===== config.mk =====
export PLATFORM = sky130hd
export DESIGN_NAME = satp_regs
export DESIGN_NICKNAME = d
export VERILOG_FILES = /design/src/mmu_pkg.sv /design/src/satp_regs.sv
export VERILOG_INCLUDE_DIRS = /design/src
export SDC_FILE = /design/constraint.sdc
export NUM_CORES = 1
export LEC_CHECK = 0
export BUFFER_PORTS_ARGS = -buffer_cell sky130_fd_sc_hd__buf_2
export CAP_MARGIN = 40
export CORE_MARGIN = 1.5
export CORE_UTILIZATION = 56
export CTS_BUF_LIST = sky130_fd_sc_hd__clkbuf_4 sky130_fd_sc_hd__clkbuf_8
export CTS_CLUSTER_SIZE = 16
export DETAILED_ROUTE_END_ITERATION = 10
export GPL_TIMING_DRIVEN = 1
export HOLD_SLACK_MARGIN = 0.1
export PLACE_DENSITY = 0.88
export SLEW_MARGIN = 20
export SYNTH_ARGS = -nofsm -noshare
export SYNTH_HDL_FRONTEND = slang
export SYNTH_SLANG_ARGS = --single-unit

===== constraint.sdc =====
create_clock -name clk -period 6.3 [get_ports clk]
set_input_delay 0.315 -clock clk [delete_from_list [all_inputs] [get_ports clk]]
set_output_delay 0.315 -clock clk [all_outputs]
set_load 0.02 [all_outputs]

===== src/mmu_cfg.svh =====
`ifndef MMU_CFG_SVH
`define MMU_CFG_SVH

// bus widths shared by the walker, memory and cpu port
`define MMU_AW 32
`define MMU_DW 32

// physical memory depth in words
// 8192 words = 32 KB = eight 4 KB pages
`define MEM_WORDS 8192

// cycles allowed per transaction before a run is abandoned
`define MMU_TIMEOUT_BASE 60

// sv32 field widths
`define SV32_PPN_W 20
`define SV32_VPN_W 10

`endif


===== src/mmu_pkg.sv =====
package mmu_pkg;

	// ----------------------------------------
	// page-table walker states
	// ----------------------------------------
	typedef enum logic [3:0] {
		IDLE,
		ISSUE_PTE1,
		WAIT_PTE1,
		ISSUE_PTE2,
		WAIT_PTE2,
		RD_ISSUE,
		RD_WAIT,
		WR_ISSUE,
		WR_AW_PEND,
		WR_W_PEND,
		WR_WAIT_B,
		DONE
	} walk_state_e;

	// response codes, axi encoding
	typedef enum logic [1:0] {
		OKAY   = 2'b00,
		SLVERR = 2'b10
	} resp_e;

	// config register select
	typedef enum logic {
		REG_SATP   = 1'b0,
		REG_FAULTS = 1'b1
	} reg_sel_e;

endpackage


===== src/satp_regs.sv =====
`timescale 1ns/1ps
`include "mmu_cfg.svh"

module satp_regs (
	input  logic                   clk,
	input  logic                   rst,
	input  logic                   cfg_we,
	input  mmu_pkg::reg_sel_e      cfg_sel,
	input  logic [`MMU_DW-1:0]     cfg_wdata,
	output logic [`MMU_DW-1:0]     cfg_rdata,
	input  logic                   walk_fault,
	output logic                   satp_mode,
	output logic [`SV32_PPN_W-1:0] satp_ppn
);

	logic [`MMU_DW-1:0] faults;
	logic               wr_satp;
	logic               wr_faults;

	assign wr_satp   = cfg_we && (cfg_sel == mmu_pkg::REG_SATP);
	assign wr_faults = cfg_we && (cfg_sel == mmu_pkg::REG_FAULTS);

	// ----------------------------------------
	// translation register, mode in bit 31
	// ----------------------------------------
	always_ff @(posedge clk) begin
		if (rst) begin
			satp_mode <= 1'b0;
			satp_ppn  <= '0;
		end else if (wr_satp) begin
			satp_mode <= cfg_wdata[31];
			satp_ppn  <= cfg_wdata[`SV32_PPN_W-1:0];
		end
	end

	// fault counter, saturates at all ones
	always_ff @(posedge clk) begin
		if (rst) begin
			faults <= '0;
		end else if (wr_faults) begin
			faults <= '0;
		end else if (walk_fault && (faults != '1)) begin
			faults <= faults + 1'b1;
		end
	end

	always_comb begin
		case (cfg_sel)
			mmu_pkg::REG_SATP:   cfg_rdata = {satp_mode, 11'b0, satp_ppn};
			mmu_pkg::REG_FAULTS: cfg_rdata = faults;
			default:             cfg_rdata = '0;
		endcase
	end

	// software clears must not race a walk that is faulting
	assert property (@(posedge clk) disable iff (rst) !(walk_fault && wr_faults))
		else $error("satp_regs: walk_fault lost in a REG_FAULTS write cycle");

endmodule


==> flow_summary_export.csv <==
group,metric,value,unit
outcome,status,"finished clean",
synthesis,synth_top_family_by_area,"simple AND/OR/NAND/NOR gates",
worst_setup_path,worstPathRequired,6.55,ns
synthesis,synth-compound-area-share,14.2,%
synthesis,synth.area.mux_share,8.83,%
layout,drive_above_1_share,30.2,%
floorplan,std_cell_rows,24,
synthesis,synth.avg_cell_area,8.24,um2
layout,n_antenna_cell,0,
layout,stdcell_area,3180,um2
job,max_cap_violations,0,
floorplan,die_h,72.2,um
timing,timing.hold.ws,0.234,ns
clock_tree,clock_sinks,53,
route,via_per_inst,6.05,
place,io_buffers,78,
clock_tree,cts_buffers,5,
clock_tree,clockBufferDepth,2,
timing,hold_viol,0,
route,vias,2699,
synthesis,ys_top_cells_by_count,"nand2_1, dfxtp_1, a21oi_1",
clock_tree,cts_tree,"built",
global_routing,grt_pass1_wl,11300,um
worst_setup_path,start_kind,"register",
timing,slew_viol_final,0,
clock_tree,htree_num_levels,2,
global_routing,antenna_found_initial,0,
floorplan,ioPinCount,90,
timing,finalCriticalPeriod,2.53,ns
floorplan,dieArea,5210,um2
route,drc,0,
route,drt-pass1-iter-count,4,
synthesis,syn_inst,325,
synthesis,synth-seq-cells,53,
power,finalPower,0.000614,W
clock_tree,clock_latency,0.31,ns
timing,slew_headroom,46.4,%
route,ant_nets,0,
worst_setup_path,crit_type,"register to register",
clock_tree,root_buffer,"clkbuf_8",
floorplan,core-area,4470,um2
synthesis,yosys.area_share.simple,28.2,%
worst_setup_path,path_max_fanout,10,
synthesis,syn_area,2680,um2
power,peakVddDrop,187,uV
synthesis,syn-num-nets,363,
clock_tree,clk_transition_reported_paths,0.10,ns
route,wl_per_cell,15.4,um
place,pre_cts_slack,3.84,ns
synthesis,yosysMostFrequentCell,"nand2_1",
synthesis,async_reset_ff_share,0,%
global_routing,grt_overflow,0,
route,wl,6890,um
place,place_area,3080,um2
synthesis,synth_cell_types,42,
clock_tree,ctsResizeCount,0,
layout,area_delta_synth_final,18.6,%
timing,rsz0062_at_grt,"false",
global_routing,grt_usage,27.1,%
layout,fin_nets,432,
worst_setup_path,critPathCaptureType,"register",
min_path,hold_path_class,"input port to register",
global_routing,grt_max_degree,37,
timing,fin_worst_skew,0.00774,ns
timing,tns,0,ns
synthesis,synth_top_area_cell,"dfxtp_1",
power,power_density,193,nW/um2
timing,setup_violations,0,
synthesis,ys.flop_type,"dfxtp_1",
place,hpwl,4720,um
floorplan,die_w,72.2,um
clock_tree,hold_buffers,0,
synthesis,synth_edf_count,0,
floorplan,initial_utilization,59.9,%
timing,setup_ws,3.77,ns
synthesis,synthAdderAreaFrac,0.467,%
synthesis,ys_seq_area_share,39.6,%
timing,fmax,0.395,GHz
route,drtIter0Drc,223,
synthesis,yosys_warnings,0,
synthesis,synth_top_area_share,39.6,%
power,p_leak,1.30,nW
clock_tree,cts_setup_buffers,0,
synthesis,yosys-top-cells-area,"dfxtp_1, mux2_2, nand2_1",
place,gp_congestion,0.816,
global_routing,grt_pass1_vias,2465,
timing,worstMarginPinSlew,0.798,ns
timing,fin_crit_sh,40.2,%
synthesis,synth_xor_area_share,4.90,%
worst_setup_path,cp.arrival,2.78,ns
state kept, by name, summed over array words and instances (netlist names):
name       cells
faults        32
satp_ppn      20
satp_mode      1
critical path: stages, from the launching register on:
cell	delay [ns]
dfxtp_1	0.45
and4_1	0.48
nand4_4	0.18
or4_1	0.68
or4_1	0.54
a21oi_1	0.14
placed cells by master (no fill, tap or decap), types with 6 or more instances in the layout:
cell type / netlist / layout
nor4_1: 6 / 6
or3_1: 6 / 6
mux2_2: 21 / 21
o21ai_0: 8 / 8
nor2_1: 18 / 18
nand4_1: 9 / 9
dfxtp_1: 53 / 53
and2_1: 13 / 13
or4_1: 7 / 7
a211oi_1: 7 / 7
a21oi_1: 36 / 36
clkbuf_8: 0 / 6
buf_2: 2 / 79
xnor2_1: 14 / 14
nand2_1: 60 / 60
nand3_1: 8 / 8
power breakdown:
group	internal, W	switching [W]	total [W]
Clock	0.0000872	0.000113	0.000200
Sequential	0.000342	0.00000576	0.000348
Combinational	0.0000249	0.0000418	0.0000667
layer usage:
metal	routed length [um]	vias to the layer above	part of all wire, %	global-route usage (%)
li1	-	1289	-	-
met5	0	-	0	0
met3	578	10	8.4	6.53
met4	101	0	1.5	9.22
met1	2810	1284	41	34.4
met2	3390	116	49	45.5
kinds of logic (layout without fill, tap and decap cells):
group,Yosys count,after routing
flops,53,53
simple gates,146,146
compound gates,65,65
xor+xnor,15,15
mux,21,21
buf+inv,24,93
fa+ha+maj,1,1
cell type report:
cell class,count,area [um2]
sequential,53,1060
tap,52,65.1
clock buffer,6,82.6
inverter,4,15.0
clock inverter,1,7.51
timing repair buffer,82,429
fill,337,1300
multi-input combinational,248,1520
final timing paths:
kind	from	to	slack (ns)	depth (start not counted)
max	faults[8]	faults[29]	3.77	5
min	cfg_wdata[3]	satp_ppn[3]	0.23	3
max reg2reg	faults[8]	faults[29]	3.77	5
min reg2reg	satp_ppn[3]	satp_ppn[3]	0.47	2
metrics by stage:
step	utilization, %	cells
finish	71.0	446
global route	71.0	446
CTS	70.8	445
detailed placement	68.8	438
global placement	68.3	436
floorplan	-	325
No activity file was read; power rests on OpenSTA's default activity.
