## src/mmu_cfg.svh

```systemverilog
`ifndef MMU_CFG_SVH
`define MMU_CFG_SVH

// bus widths shared by the walker, memory and cpu port
`define MMU_AW 32
`define MMU_DW 32

// physical memory depth in words
// 8192 words = 32 KB = eight 4 KB pages
`define MEM_WORDS 8192

// cycles allowed per transaction before a run is abandoned
`define MMU_TIMEOUT_BASE 60

// sv32 field widths
`define SV32_PPN_W 20
`define SV32_VPN_W 10

`endif

```

## src/mmu_pkg.sv

```systemverilog
package mmu_pkg;

	// ----------------------------------------
	// page-table walker states
	// ----------------------------------------
	typedef enum logic [3:0] {
		IDLE,
		ISSUE_PTE1,
		WAIT_PTE1,
		ISSUE_PTE2,
		WAIT_PTE2,
		RD_ISSUE,
		RD_WAIT,
		WR_ISSUE,
		WR_AW_PEND,
		WR_W_PEND,
		WR_WAIT_B,
		DONE
	} walk_state_e;

	// response codes, axi encoding
	typedef enum logic [1:0] {
		OKAY   = 2'b00,
		SLVERR = 2'b10
	} resp_e;

	// config register select
	typedef enum logic {
		REG_SATP   = 1'b0,
		REG_FAULTS = 1'b1
	} reg_sel_e;

endpackage

```

## src/sv32_walker.sv

```systemverilog
`timescale 1ns/1ps
`include "mmu_cfg.svh"

module sv32_walker (
	input  logic                   clk,
	input  logic                   rst,
	// cpu side
	input  logic [`MMU_AW-1:0]     in_araddr,
	input  logic                   in_arvalid,
	output logic                   in_arready,
	output logic [`MMU_DW-1:0]     in_rdata,
	output logic [1:0]             in_rresp,
	output logic                   in_rvalid,
	input  logic                   in_rready,
	input  logic [`MMU_AW-1:0]     in_awaddr,
	input  logic                   in_awvalid,
	output logic                   in_awready,
	input  logic [`MMU_DW-1:0]     in_wdata,
	input  logic [`MMU_DW/8-1:0]   in_wstrb,
	input  logic                   in_wvalid,
	output logic                   in_wready,
	output logic [1:0]             in_bresp,
	output logic                   in_bvalid,
	input  logic                   in_bready,
	// memory side
	output logic [`MMU_AW-1:0]     mem_araddr,
	output logic                   mem_arvalid,
	input  logic                   mem_arready,
	input  logic [`MMU_DW-1:0]     mem_rdata,
	input  logic [1:0]             mem_rresp,
	input  logic                   mem_rvalid,
	output logic                   mem_rready,
	output logic [`MMU_AW-1:0]     mem_awaddr,
	output logic                   mem_awvalid,
	input  logic                   mem_awready,
	output logic [`MMU_DW-1:0]     mem_wdata,
	output logic [`MMU_DW/8-1:0]   mem_wstrb,
	output logic                   mem_wvalid,
	input  logic                   mem_wready,
	input  logic [1:0]             mem_bresp,
	input  logic                   mem_bvalid,
	output logic                   mem_bready,
	// translation control
	input  logic                   satp_mode,
	input  logic [`SV32_PPN_W-1:0] satp_ppn,
	output logic                   walk_fault
);

	mmu_pkg::walk_state_e state;

	logic                   is_wr;
	logic [`MMU_AW-1:0]     vaddr;
	logic [`MMU_DW-1:0]     wdata_q;
	logic [`MMU_DW/8-1:0]   wstrb_q;
	logic [`MMU_DW-1:0]     rdata_q;
	mmu_pkg::resp_e         resp_q;
	logic [`SV32_PPN_W-1:0] root_ppn;
	logic [`SV32_PPN_W-1:0] pte1_ppn;
	logic [`SV32_PPN_W-1:0] pte2_ppn;
	logic [`MMU_AW-1:0]     pte1_addr;
	logic [`MMU_AW-1:0]     pte2_addr;
	logic [`MMU_AW-1:0]     paddr;
	logic                   bare;
	logic                   pte_rx;
	logic                   wr_req;

	// ----------------------------------------
	// address formation
	// ----------------------------------------
	assign pte1_addr = {root_ppn, vaddr[31:22], 2'b00};
	assign pte2_addr = {pte1_ppn, vaddr[21:12], 2'b00};
	assign paddr     = {pte2_ppn, vaddr[11:0]};

	assign bare   = (state == mmu_pkg::IDLE) && !satp_mode;
	assign wr_req = in_awvalid && in_wvalid;
	// pte word accepted from memory
	assign pte_rx = mem_rvalid &&
		((state == mmu_pkg::WAIT_PTE1) || (state == mmu_pkg::WAIT_PTE2));
	assign walk_fault = pte_rx && !mem_rdata[0];

	// ----------------------------------------
	// memory side, bare mode passes through
	// ----------------------------------------
	assign mem_araddr = bare ? in_araddr :
		(state == mmu_pkg::ISSUE_PTE1) ? pte1_addr :
		(state == mmu_pkg::ISSUE_PTE2) ? pte2_addr : paddr;
	assign mem_arvalid = bare ? in_arvalid :
		(state inside {mmu_pkg::ISSUE_PTE1, mmu_pkg::ISSUE_PTE2, mmu_pkg::RD_ISSUE});
	assign mem_rready = bare ? in_rready :
		(state inside {mmu_pkg::WAIT_PTE1, mmu_pkg::WAIT_PTE2, mmu_pkg::RD_WAIT});
	assign mem_awaddr  = bare ? in_awaddr : paddr;
	assign mem_awvalid = bare ? in_awvalid :
		(state inside {mmu_pkg::WR_ISSUE, mmu_pkg::WR_AW_PEND});
	assign mem_wdata  = bare ? in_wdata : wdata_q;
	assign mem_wstrb  = bare ? in_wstrb : wstrb_q;
	assign mem_wvalid = bare ? in_wvalid :
		(state inside {mmu_pkg::WR_ISSUE, mmu_pkg::WR_W_PEND});
	assign mem_bready = bare ? in_bready : (state == mmu_pkg::WR_WAIT_B);

	// cpu side, address accepted together with the response
	assign in_arready = bare ? mem_arready :
		(state == mmu_pkg::DONE) && !is_wr && in_rready;
	assign in_rdata  = bare ? mem_rdata : rdata_q;
	assign in_rresp  = bare ? mem_rresp : resp_q;
	assign in_rvalid = bare ? mem_rvalid : (state == mmu_pkg::DONE) && !is_wr;
	assign in_awready = bare ? mem_awready :
		(state == mmu_pkg::DONE) && is_wr && in_bready;
	assign in_wready = bare ? mem_wready :
		(state == mmu_pkg::DONE) && is_wr && in_bready;
	assign in_bresp  = bare ? mem_bresp : resp_q;
	assign in_bvalid = bare ? mem_bvalid : (state == mmu_pkg::DONE) && is_wr;

	// ----------------------------------------
	// walk fsm
	// ----------------------------------------
	always_ff @(posedge clk) begin
		if (rst) begin
			state <= mmu_pkg::IDLE;
			is_wr <= 1'b0;
		end else begin
			case (state)
				mmu_pkg::IDLE: begin
					// write wins when both directions are requested
					if (satp_mode && wr_req) begin
						is_wr <= 1'b1;
						state <= mmu_pkg::ISSUE_PTE1;
					end else if (satp_mode && in_arvalid) begin
						is_wr <= 1'b0;
						state <= mmu_pkg::ISSUE_PTE1;
					end
				end
				mmu_pkg::ISSUE_PTE1: begin
					if (mem_arready)
						state <= mmu_pkg::WAIT_PTE1;
				end
				mmu_pkg::WAIT_PTE1: begin
					if (mem_rvalid)
						state <= mem_rdata[0] ? mmu_pkg::ISSUE_PTE2 : mmu_pkg::DONE;
				end
				mmu_pkg::ISSUE_PTE2: begin
					if (mem_arready)
						state <= mmu_pkg::WAIT_PTE2;
				end
				mmu_pkg::WAIT_PTE2: begin
					if (mem_rvalid && !mem_rdata[0])
						state <= mmu_pkg::DONE;
					else if (mem_rvalid)
						state <= is_wr ? mmu_pkg::WR_ISSUE : mmu_pkg::RD_ISSUE;
				end
				mmu_pkg::RD_ISSUE: begin
					if (mem_arready)
						state <= mmu_pkg::RD_WAIT;
				end
				mmu_pkg::RD_WAIT: begin
					if (mem_rvalid)
						state <= mmu_pkg::DONE;
				end
				mmu_pkg::WR_ISSUE: begin
					// aw and w may complete in either order
					if (mem_awready && mem_wready)
						state <= mmu_pkg::WR_WAIT_B;
					else if (mem_awready)
						state <= mmu_pkg::WR_W_PEND;
					else if (mem_wready)
						state <= mmu_pkg::WR_AW_PEND;
				end
				mmu_pkg::WR_AW_PEND: begin
					if (mem_awready)
						state <= mmu_pkg::WR_WAIT_B;
				end
				mmu_pkg::WR_W_PEND: begin
					if (mem_wready)
						state <= mmu_pkg::WR_WAIT_B;
				end
				mmu_pkg::WR_WAIT_B: begin
					if (mem_bvalid)
						state <= mmu_pkg::DONE;
				end
				mmu_pkg::DONE: begin
					if (is_wr ? in_bready : in_rready)
						state <= mmu_pkg::IDLE;
				end
				default: state <= mmu_pkg::IDLE;
			endcase
		end
	end

	// request and walk payload
	always_ff @(posedge clk) begin
		if (state == mmu_pkg::IDLE) begin
			// satp sampled once per request
			root_ppn <= satp_ppn;
			vaddr    <= wr_req ? in_awaddr : in_araddr;
			wdata_q  <= in_wdata;
			wstrb_q  <= in_wstrb;
		end
		if (walk_fault) begin
			resp_q  <= mmu_pkg::SLVERR;
			rdata_q <= '0;
		end else if (pte_rx && (state == mmu_pkg::WAIT_PTE1)) begin
			pte1_ppn <= mem_rdata[29:10];
		end else if (pte_rx) begin
			pte2_ppn <= mem_rdata[29:10];
		end
		if ((state == mmu_pkg::RD_WAIT) && mem_rvalid) begin
			rdata_q <= mem_rdata;
			resp_q  <= mmu_pkg::resp_e'(mem_rresp);
		end
		if ((state == mmu_pkg::WR_WAIT_B) && mem_bvalid)
			resp_q <= mmu_pkg::resp_e'(mem_bresp);
	end

	// ----------------------------------------
	// checks
	// ----------------------------------------
	assert property (@(posedge clk) disable iff (rst) in_rvalid && !in_rready |=> in_rvalid)
		else $error("sv32_walker: in_rvalid dropped before in_rready");

	assert property (@(posedge clk) disable iff (rst)
		!(mem_arvalid &&
		(state inside {mmu_pkg::WR_ISSUE, mmu_pkg::WR_AW_PEND, mmu_pkg::WR_W_PEND})))
		else $error("sv32_walker: mem_arvalid high in walk_state_e %s", state.name());

endmodule

```

## config.mk

```make
export PLATFORM = sky130hd
export DESIGN_NAME = sv32_walker
export DESIGN_NICKNAME = d
export VERILOG_FILES = /design/src/mmu_pkg.sv /design/src/sv32_walker.sv
export VERILOG_INCLUDE_DIRS = /design/src
export SDC_FILE = /design/constraint.sdc
export NUM_CORES = 1
export LEC_CHECK = 0
export BUFFER_PORTS_ARGS = -buffer_cell sky130_fd_sc_hd__clkbuf_2
export CAP_MARGIN = 5
export CORE_ASPECT_RATIO = 1.75
export CORE_MARGIN = 10
export CORE_UTILIZATION = 30
export DETAILED_ROUTE_END_ITERATION = 8
export PLACE_DENSITY = 0.55
export SYNTH_ARGS = -nofsm -noshare
export SYNTH_HDL_FRONTEND = slang
export SYNTH_SLANG_ARGS = --single-unit
```

## constraint.sdc

```tcl
create_clock -name clk -period 7.2 [get_ports clk]
set_input_delay 0.36 -clock clk [delete_from_list [all_inputs] [get_ports clk]]
set_output_delay 0.36 -clock clk [all_outputs]
set_load 0.05 [all_outputs]
```

==> summary by stage, run 1 <==
Clocking
The maximum level of the CTS H-tree is 4. No sink is reached through more buffers than the 2 on the longest clock path. After clock tree synthesis, the clock-pin slew on the worst setup and hold paths is roughly 0.070 ns. The CTS tree is yes. In this run, CTS created clock tree buffers numbering 17. The tree is rooted in a clkbuf_16. The number of resized instances in the post-cts repair step is 0.

Clock latency on the worst-skew pair, taken at its later pin, is 0.43 ns. Counting every sink on the clock net gives 167. Buffers inserted to repair hold after CTS numbered 0. The number of buffers added for setup after CTS is 0.

Layout
The net count of the finished layout is 1283. After filler insertion, the fill cell instance count of the layout stands at roughly 2800. The layout cell share with drive strength beyond 1 is 0.3567.

Leaving out fill and tap cells, the most frequent cells in the layout are 351 x nand2_1, 315 x clkbuf_2, 162 x edfxtp_1. The most common library cell in the layout ignoring fill and taps is nand2_1. Compared with the post-synthesis result, the final layout area differs by 29.92%.

Detailed routing
In the routed design, unresolved DRC markers number 0. The number of nets with antenna violations after routing is 0. The count of TritonRoute iterations in the first routing pass is 5.

In this run, the number of DRC markers left after iteration 0 of detailed routing was ~380. After detailed routing, the number of vias per cell comes to around 4.7. The routed layout has 6994 vias. In the final routed layout, each cell accounts on average for about 20 microns. Wires add up to 29.56 mm.

GRT
The met3 global-route usage is 0.03953. Entering global routing, the biggest net connects just under 100 pins. The met2 usage is 0.2979. The global routing met1 resource utilization is 0.1779. The number of antenna violations at the first check in global routing is 1. The first global-routing pass estimated 43.79 mm of wire.

The number of global-route vias before repair is 7133. The final global-route overflow total is 0. The routing layer with the top usage in global route is met2.

For this run, the total global-route usage over all layers was measured as 0.1626.

Synthesis
Counting flops with a built-in enable in the synthesized netlist gives roughly 160. Yosys printed 0 warnings. The distinct cell type count of the synthesized netlist is 46. The synthesized area per cell is roughly 10 sq um. For this run, the register share of the synthesized area comes to 0.5966. After synthesis, the share of flip-flops with an asynchronous set or reset is 0. The flip-flop cell with the highest count after synthesis is edfxtp_1. In the synthesized netlist, the number of instances is around 830. The post-synthesis net count is between 900 and 1000.

The synthesized design contains 167 register bits. The mapped netlist covers between 8000 and 9000 sq um.

Timing
The setup clock skew after layout is 0.01118 ns. The final-report max-slew violation count is 0. Dividing the final minimum period by the clock period gives 0.5522. The clock period could shrink to ~4.0 ns. The final count of hold timing violations is 0. Based on the critical path, the design can be clocked at up to around 250 MHz. The setup-violating endpoint count in the final report is 0. Summed over all failing endpoints, the final setup total negative slack is 0 ns. Setup repair after global routing left no endpoint under its margin. In this run the tightest slew margin relative to its limit is 0.2945. At the pin with the least slew margin, the transition time is around 1.1 ns.

The worst path meets setup with 3.224 ns of slack.

Critical path
Walking the worst path, the cells encountered are nor4_4 > buf_4 > nand2_4 > buf_4 > nand2_1 > nand2_1 > clkbuf_2. Data on the critical path arrives at its endpoint at 3.62 ns. The endpoint type of the worst setup path is a primary output. For the worst flop-to-flop path, the logic depth is 3.

The kind of critical path is reg2out. The worst register-to-register path begins at state[1]. The number of buffers and inverters on the critical path is 3. The critical path's largest stage delay is 0.95 ns.

The required time of the critical path is 6.84 ns. Among cell families on the critical path, the largest total delay comes from buffers and inverters. The slowest stage of the critical path belongs to the cell dfxtp_2. The critical path depth is 7. The highest fanout seen on the critical path is 62. The register-to-register setup slack is 4.59 ns.

The nature of the critical path startpoint is a flip-flop. The end of the worst register-to-register path is vaddr[19].

Die
For this design the top-level I/O count stands at ~320. The vertical die dimension is 240.3 microns. The total area inside the core boundary comes to roughly 27000 sq um. The floorplan die width is 145.9 microns. The starting density of the core is 0.3045. The floorplan has 80 rows. The die area is about 35000 sq um.

Power and ir drop
The power density of the placed cells is 510.3 nW/um^2. The leakage power is 4.841 nW. The maximum resistive drop on vdd is 237.6 uV.

Placement
In this run the tool buffered the top-level ports with 315 buffer cells. At the end of routability-driven placement, the weighted congestion stood at 0.8150. The post-placement worst setup slack is 3.623 ns.

Detailed placement finished with a half-perimeter wire length of 22.33 mm.

Worst hold path
The tightest min-delay check is of the in2reg type. The endpoint of the worst hold-timing path is root_ppn[12]. The origin of the worst min-delay path is satp_ppn[12]. Counting instances, the worst hold path has a depth of 1.

Job
The max-capacitance violation count is 0.

Run status
The run finished with clean final reports.
==> per-stage QoR <==
step,hold WS (ns),instances,area (sq um),power [W],util
2_1_floorplan,0.4324,826,8330,0.003831,-
3_3_place_gp,0.5399,1464,10180,0.004596,0.3724
3_5_place_dp,0.5446,1464,10180,0.004605,0.3724
4_1_cts,0.08641,1496,10810,0.005598,0.3956
5_1_grt,0.08466,1497,10810,0.005802,0.3957
6_report,0.1131,1497,10810,0.005517,0.3957
==> cell usage after synthesis, drive strengths merged, types with 2 or more instances <==
cell type	instances	area, sq um
clkbuf	27	101.4
o221ai	31	271.5
o311a	3	30.03
buf	29	183.9
a31o	2	17.52
inv	9	33.78
nand3	6	30.03
or3	30	187.7
nand2	353	1325
o21ai	41	205.2
a31oi	3	18.77
nor4	2	18.77
nor2	15	58.81
and2	35	219.0
edfxtp	162	4865
a22o	2	17.52
a21o	2	15.01
or2	2	12.52
mux2	32	360.4
a32oi	2	17.52
and4	2	17.52
dfxtp	5	100.1
nor2b	2	12.51
a21oi	6	30.03
nor3	7	35.03
or3b	2	17.52
==> report_power, final <==
group,switching [W],leakage (nW),internal (W)
clock,0.000416,0.307,0.000562
combinational,0.00236,2.94,0.000593
sequential,0.000137,1.60,0.00145
total,0.00291,4.84,0.00260
==> registers in the layout, summed over array words and instances, names as in the netlist <==
name	cells
is_wr	1
pte1_ppn	20
pte2_ppn	20
rdata_q	32
resp_q	2
root_ppn	20
state	4
vaddr	32
wdata_q	32
wstrb_q	4
==> area by class of cell <==
cell class              instances  area (sq um)  area share
flip-flops and latches        167          4966      0.4593
well taps                     369         461.7     0.04270
clock buffers                  17         425.4     0.03935
clock inverters                15         206.4     0.01910
multi-input cells             594          3064      0.2834
inverters                       9         33.78    0.003125
repair buffers                325          1652      0.1528
diodes                          1         2.502   0.0002315
==> layer usage <==
layer  up-vias  wire (microns)
met4         0             505
met5         -               0
met1      3280           11560
met2       228           15970
li1       3464               -
met3        22            1529
==> logic make-up (layout without fill, tap and decap cells) <==
logic type / count (synthesis) / in the layout / synth area share
simple gates: 460 / 460 / 0.2361
flops: 167 / 167 / 0.5966
compound gates: 100 / 100 / 0.08345
buf+inv: 65 / 366 / 0.03834
mux: 33 / 33 / 0.04451
xor+xnor: 1 / 1 / 0.001053
other cells: 0 / 1 / 0
==> how the worst max path moves through the flow <==
stage	from	slack, ns	endpoint
after floorplan	state[1]	1.47	in_rdata[0]
after CTS	state[1]	3.15	mem_awaddr[15]
after global routing	state[1]	2.95	mem_awaddr[15]
final	state[1]	3.22	mem_awaddr[15]
after global placement	state[1]	3.65	mem_awaddr[15]
after detailed placement	state[1]	3.62	mem_awaddr[15]
Note: power is estimated with default switching activity, not from simulation.
==> run 2: changes to the inputs <==
--- a/config.mk
+++ b/config.mk
@@ -12,7 +12,7 @@
 export CORE_MARGIN = 10
 export CORE_UTILIZATION = 30
 export DETAILED_ROUTE_END_ITERATION = 8
-export PLACE_DENSITY = 0.55
+export PLACE_DENSITY = 0.53
 export SYNTH_ARGS = -nofsm -noshare
 export SYNTH_HDL_FRONTEND = slang
 export SYNTH_SLANG_ARGS = --single-unit
==> constraint.sdc (replaced) <==
create_clock -name clk -period 4.1 [get_ports clk]
set_input_delay 0.205 -clock clk [delete_from_list [all_inputs] [get_ports clk]]
set_output_delay 0.205 -clock clk [all_outputs]
set_load 0.05 [all_outputs]
==> run 2 against run 1 <==
Effect of this change:
- sequential share of layout area fell by 6.2 points
- clock power rose by 63%
- worst hold slack worse by 0.090 ns
- highest routed layer unchanged
- critical path type unchanged
- count of clock-buffer cells in the layout is 1 higher
- cell count is 5.3% higher
==> summary by stage, run 2 (synthesis results as in run 1) <==
GRT
The global-route wire length before repair is 47.32 mm (was 43.79 mm). The number of global-route vias before repair is 8004 (was 7133). The number of antenna violations at the first check in global routing is 1 (unchanged). The largest net degree at the start of global routing is 66 (was 97). The global-route usage over all layers is 0.1743 (was 0.1626). The final global-route overflow total was 0 (unchanged).

Clocking
The later-pin clock latency in the skew report is 0.43 ns (about the same). The number of buffers added for setup after CTS was 0 (unchanged). The number of resized instances in the post-cts repair step is 0 (unchanged). The maximum level of the CTS H-tree is 4 (unchanged).

The total CTS buffers is 17 (unchanged). The root cell of the clock tree is clkbuf_16 (unchanged). The post-CTS clock slew at the launch and capture registers of the worst setup and hold paths is 0.07 ns (about the same). The worst-case clock buffer depth is 2 (unchanged). The CTS tree is yes (unchanged). The clock sink count is 167 (unchanged).

Critical path
The nature of the critical path startpoint is a flip-flop (unchanged). The highest-delay cell along the critical path is buf_4 (was dfxtp_2). The logic depth of the worst register-to-register path is 6 (was 3). The required time of the critical path is 3.89 ns (was 6.84 ns). The arrival time at the worst endpoint was 3.15 ns (was 3.62 ns).

The endpoint type of the worst setup path is a primary output (unchanged). The launch point of the critical path is state[0] (was state[1]). The kind of cell with the highest combined delay on the critical path is buffers and inverters (unchanged). Cell-by-cell trace of the critical path: nor4_4 > buf_4 > buf_4 > a32o_2 > clkbuf_2 (was nor4_4 > buf_4 > nand2_4 > buf_4 > nand2_1 > nand2_1 > clkbuf_2).

The critical path depth was 5 (was 7). The register-to-register setup slack was 1.45 ns (was 4.59 ns). The number of buffers and inverters on the critical path came to 3 (unchanged). The end of the worst register-to-register path is is_wr (was vaddr[19]). The highest fanout seen on the critical path is 65 (was 62).

The cell occurring most often along the worst timing path is buf_4. The critical path's largest stage delay came to 0.72 ns (was 0.95 ns). The kind of critical path was reg2out (unchanged). The origin of the critical flop-to-flop path is state[0] (was state[1]).

Timing
In the finished design, the share of the clock period the worst path needs comes to 0.8190. Derived from the worst setup path, the maximum achievable clock frequency is a little under 300 MHz. The worst slew slack as a fraction of its limit is 0.3179 (was 0.2945). RSZ-0062 raised after global routing: false (unchanged). The sum of negative setup slack was 0 ns (unchanged).

The setup clock skew after layout was 0.01012 ns (was 0.01118 ns). The transition at the pin with the smallest max-transition slack is 1.020 ns (was 1.056 ns). The final critical path time including I/O delays and setup is 3.358 ns. The worst hold slack is 0.02271 ns (was 0.1131 ns).

The setup-violating endpoint count in the final report is 0 (unchanged). The final-report max-slew violation count came to 0 (unchanged). The final count of hold timing violations is 0 (unchanged).

Power and ir drop
The total power is 0.01037 W (was 0.005517 W). The leakage power is 5.480 nW (was 4.841 nW). The maximum resistive drop on vdd is 355.6 uV (was 237.6 uV). The power density of the placed cells was 829.9 nW/um^2 (was 510.3 nW/um^2).

Die
The vertical die dimension came to 240.3 microns (unchanged). The number of top-level design ports is 316 (unchanged). The site row count is 80 (unchanged). The area inside the core boundary was 27330 sq um (unchanged). The starting density of the core is 0.3045 (unchanged). The floorplan die width is 145.9 microns (unchanged). The die area is 35060 sq um (unchanged).

Detailed routing
The total wire length is 31.38 mm (was 29.56 mm). The count of TritonRoute iterations in the first routing pass is 4 (was 5). The count of unresolved DRC violations after routing is 0 (unchanged). The number of DRC violations after detailed-routing iteration 0 is 318 (was 376). The per-cell via count in the routed design came to 4.689 (was 4.672). The detail-routed net length per standard cell was 19.90 microns (was 19.75 microns).

The number of nets with antenna violations after routing is 0 (unchanged). The total via count in the routed design is 7395 (was 6994).

Run status
Outcome: finished clean (unchanged).

Placement
The placed standard-cell area is 11250 sq um (was 10180 sq um). The count of buffers inserted at the top-level ports came to 315 (unchanged). The HPWL after detailed placement is 23.60 mm (was 22.33 mm). The weighted congestion at the end of routability-driven global placement is 0.8462 (was 0.8150).

Worst hold path
The endpoint of the worst hold-timing path is pte1_ppn[7] (was root_ppn[12]). The number of cells traversed by the worst hold path is 1 (unchanged). The origin of the worst min-delay path is mem_rdata[17] (was satp_ppn[12]).

The class of the tightest hold or removal check was in2reg (unchanged).

Job
The max-capacitance violation count was 0 (unchanged).

Layout
The synthesis-to-finish area growth is 50.08% (was 29.92%). The core utilization of the finished layout came to 0.4571 (was 0.3957). Commonest non-fill, non-tap cells in the layout: 315 x clkbuf_2, 264 x nand2_1, 162 x edfxtp_1 (was 351 x nand2_1, 315 x clkbuf_2, 162 x edfxtp_1). The layout cell share with drive strength beyond 1 is 0.4457 (was 0.3567). The design area is 12490 sq um (was 10810 sq um). The most common library cell in the layout ignoring fill and taps is clkbuf_2 (was nand2_1). The number of nets in the final layout is 1363 (was 1283). Largest registers: rdata_q x32, vaddr x32, wdata_q x32 (unchanged).
[run 2: cell types whose count changed in the layout (fill, tap and decap cells not counted), sizes merged]
cell / change
buf: +14
bufinv: -1
clkbuf: +1
clkinv: +4
clkinvlp: +3
dlygate4sd3: +66
inv: -7
[run 2: per-layer routing]
metal | up-vias | routed length [microns] | global-route usage
li1 | 3631 | - | -
met1 | 3491 | 11790 | 0.1800
met2 | 232 | 17020 | 0.3243
met3 | 41 | 1559 | 0.04367
met4 | 0 | 1009 | 0.07718
met5 | - | 0 | 0
[run 2: layout make-up]
cell class                 count  area (sq um)
clock inverter                14         150.1
fill                        2622         14840
tap                          369         461.7
multi-input combinational    594          3991
inverter                       9         33.78
antenna                        1         2.502
clock buffer                  18         429.2
sequential                   167          4966
timing repair buffer         405          2455
[run 2: worst max path at each step]
stage | endpoint | slack, ns
2_1_floorplan | in_rdata[31] | -0.90
3_3_place_gp | mem_wvalid | 1.19
3_5_place_dp | mem_wvalid | 1.18
4_1_cts | mem_wvalid | 0.70
5_1_grt | mem_wvalid | 0.56
6_report | mem_wvalid | 0.74
[run 2: where the power goes]
part | switching [W] | total (W) | internal [W]
Combinational | 0.00456 | 0.00599 | 0.00142
Sequential | 0.000232 | 0.00278 | 0.00255
Clock | 0.000699 | 0.00160 | 0.000900
[run 2: through the flow]
| stage | worst slack [ns] | cells |
|---|---|---|
| after floorplan | -0.8974 | 826 |
| after global placement | 1.185 | 1478 |
| after detailed placement | 1.182 | 1478 |
| after CTS | 0.7031 | 1576 |
| after global routing | 0.5571 | 1577 |
| final | 0.7419 | 1577 |
[run 2: worst register-to-register path, cell delays in order, from the launching register on]
cell and delay, ns:
dfxtp_1 0.52, nor4_4 0.37, buf_4 0.41, buf_4 0.75, a31oi_1 0.27, a31oi_1 0.17, nor2_1 0.06
[run 2: repair_timing]
item / CTS / global route
endpoints found under the hold margin: 76 / 0
hold buffers: 66 / 0
endpoints found under the setup margin: 0 / 0
==> run 3: changes to the inputs <==
--- a/config.mk
+++ b/config.mk
@@ -12,7 +12,7 @@
 export CORE_MARGIN = 10
 export CORE_UTILIZATION = 30
 export DETAILED_ROUTE_END_ITERATION = 8
-export PLACE_DENSITY = 0.53
+export PLACE_DENSITY = 0.55
 export SYNTH_ARGS = -nofsm -noshare
 export SYNTH_HDL_FRONTEND = slang
 export SYNTH_SLANG_ARGS = --single-unit
==> constraint.sdc (replaced) <==
create_clock -name clk -period 2.72 [get_ports clk]
set_input_delay 0.136 -clock clk [delete_from_list [all_inputs] [get_ports clk]]
set_output_delay 0.136 -clock clk [all_outputs]
set_load 0.05 [all_outputs]
==> run 3 against run 2 <==
Effect of this change:
- final area grew 6.9%
- count of clock-buffer cells in the layout fell by 1
- core utilization increased by 3.2 points
- register-to-register slack worse by 0.81 ns
- worst hold slack got worse by 0.0049 ns
- critical endpoint is now in_awready
- power is 60% higher
- first-iteration DRC count increased by 13%
- worst setup slack got worse by 0.62 ns
- cell count is 2.8% higher
==> summary by stage, run 3 (synthesis results as in run 1) <==
Timing
RSZ-0062 raised after global routing: false (unchanged). The sum of negative setup slack was 0 ns (unchanged). The transition at the pin with the smallest max-transition slack was 0.5938 ns (was 1.020 ns).

The share of the clock period used by the worst path after layout is 0.9536. The final count of hold timing violations came to 0 (unchanged). The worst slew slack as a fraction of its limit is 0.6005 (was 0.3179). The setup clock skew after layout is 0.008927 ns (was 0.01012 ns). The setup-violating endpoint count in the final report is 0 (unchanged). The highest achievable clock rate is 385.5 MHz. The smallest setup slack after layout came to 0.1261 ns (was 0.7419 ns). The worst path needs 2.594 ns of the cycle, external delays included. The final-report max-slew violation count is 0 (unchanged). The worst hold slack is 0.01777 ns (was 0.02271 ns).

Critical path
The required time of the critical path was 2.58 ns (was 3.89 ns). The highest fanout seen on the critical path is 8 (was 65). The endpoint type of the worst setup path is a primary output (unchanged). Cell-by-cell trace of the critical path: buf_4 > or2b_2 > nor2_2 > nand3_1 > nand2_8 > clkbuf_2 (was nor4_4 > buf_4 > buf_4 > a32o_2 > clkbuf_2).

The arrival time at the worst endpoint came to 2.46 ns (was 3.15 ns). The critical path's largest stage delay was 0.48 ns (was 0.72 ns). The kind of critical path is reg2out (unchanged). The highest-delay cell along the critical path was dfxtp_1 (was buf_4). The nature of the critical path startpoint is a flip-flop (unchanged).

Placement
The placed standard-cell area is 11700 sq um (was 11250 sq um). The weighted congestion at the end of routability-driven global placement was 0.8148 (was 0.8462). The post-placement worst setup slack came to 0.6176 ns (was 1.182 ns).

The HPWL after detailed placement is 23.74 mm (was 23.60 mm). The count of buffers inserted at the top-level ports is 315 (unchanged).

Clocking
The root cell of the clock tree is clkbuf_16 (unchanged). The post-CTS clock slew at the launch and capture registers of the worst setup and hold paths is 0.07 ns (about the same). The clock sink count is 167 (unchanged).

The number of buffers added for setup after CTS came to 0 (unchanged). The total CTS buffers is 17 (unchanged). The worst-case clock buffer depth is 2 (unchanged).

The later-pin clock latency in the skew report is 0.45 ns (was 0.43 ns). The CTS tree is yes (unchanged). The maximum level of the CTS H-tree was 4 (unchanged).

Detailed routing
The total via count in the routed design is 7748 (was 7395). The per-cell via count in the routed design is 4.780 (was 4.689). The total wire length is 32.12 mm (was 31.38 mm). The count of TritonRoute iterations in the first routing pass is 5 (was 4). The detail-routed net length per standard cell is 19.81 microns (was 19.90 microns). The number of DRC violations after detailed-routing iteration 0 is 359 (was 318). The count of unresolved DRC violations after routing was 0 (unchanged). The number of nets with antenna violations after routing is 0 (unchanged).

Layout
Largest registers: rdata_q x32, vaddr x32, wdata_q x32 (unchanged). The number of nets in the final layout is 1407 (was 1363). The synthesis-to-finish area growth came to 60.44% (was 50.08%). The design area was 13350 sq um (was 12490 sq um). Commonest non-fill, non-tap cells in the layout: 289 x clkbuf_2, 264 x nand2_1, 162 x edfxtp_1 (was 315 x clkbuf_2, 264 x nand2_1, 162 x edfxtp_1). The layout cell share with drive strength beyond 1 came to 0.4380 (was 0.4457). The most common library cell in the layout ignoring fill and taps is clkbuf_2 (unchanged).

GRT
The global-route wire length before repair came to 48.58 mm (was 47.32 mm). The number of antenna violations at the first check in global routing is 1 (unchanged). The number of global-route vias before repair is 8280 (was 8004). The global-route usage over all layers is 0.1805 (was 0.1743). The final global-route overflow total is 0 (unchanged). The largest net degree at the start of global routing is 69 (was 66).

Die
The number of top-level design ports is 316 (unchanged). The area inside the core boundary is 27330 sq um (unchanged). The starting density of the core is 0.3045 (unchanged).

The die area is 35060 sq um (unchanged). The site row count is 80 (unchanged). The vertical die dimension came to 240.3 microns (unchanged).

The floorplan die width is 145.9 microns (unchanged).

Job
The max-capacitance violation count is 0 (unchanged).

Power and ir drop
The internal cell power was 0.008090 W (was 0.004869 W). The maximum resistive drop on vdd is 691.1 uV (was 355.6 uV). The combinational power share is 0.596 (was 0.578). The fraction of power consumed by the clock network is 0.155 (was 0.154). The part of the power in registers is 0.250 (was 0.268). The total power is 0.01660 W (was 0.01037 W). The switching part of the total is 0.5126 (was 0.5302). The leakage power is 5.828 nW (was 5.480 nW). The power density of the placed cells came to 1243 nW/um^2 (was 829.9 nW/um^2). The power spent charging and discharging nets is 0.008509 W (was 0.005496 W).

Run status
Outcome: finished clean (unchanged).

Worst hold path
The class of the tightest hold or removal check was in2reg (unchanged).
[run 3: timing repair]
action / 4_1_cts / 5_1_grt
hold buffers: 103 / 0
hold endpoints to repair: 122 / 0
resized for setup: 0 / 0
[run 3: worst paths after layout]
path                              startpoint    endpoint  slack, ns  depth (start not counted)
worst max register to register      state[0]    state[3]       0.64                          6
worst min-delay path            in_araddr[7]    vaddr[7]       0.02                          2
worst min register to register      state[1]    state[2]       0.68                          2
worst max-delay path                state[3]  in_awready       0.13                          6
[run 3: critical path: cells and delay by family (launching register included)]
family                 cells  cell delay (ns)
AND/OR/NAND/NOR            4             1.03
flip-flops                 1             0.48
buffers and inverters      2             0.49
[run 3: power groups by stage]
| stage | Sequential [W] | Combinational (W) | Clock, W |
|---|---|---|---|
| 4_1_cts | 0.00415 | 0.0100 | 0.00263 |
| 5_1_grt | 0.00422 | 0.0104 | 0.00274 |
| 2_1_floorplan | 0.00386 | 0.00667 | 0 |
| 3_3_place_gp | 0.00418 | 0.00986 | 0 |
| 3_5_place_dp | 0.00420 | 0.00988 | 0 |
| 6_report | 0.00414 | 0.00989 | 0.00257 |
[run 3: cell type report]
cell class	instances	area, sq um
clock inverter	15	190.2
tap	369	461.7
multi-input combinational	594	3991
clock buffer	17	425.4
timing repair buffer	449	3281
antenna	1	2.502
sequential	167	4966
inverter	9	33.78
fill	2470	13970
[run 3: per-layer routing]
metal	track usage	wire (microns)
met5	0	0
met4	0.08887	1201
met3	0.04198	1623
met2	0.3421	17890
met1	0.1798	11400
[run 3: through the flow]
stage / util / cells
final: 0.4886 / 1621
after global placement: 0.4283 / 1485
after CTS: 0.4885 / 1620
after detailed placement: 0.4283 / 1485
after global routing: 0.4886 / 1621
after floorplan: - / 826
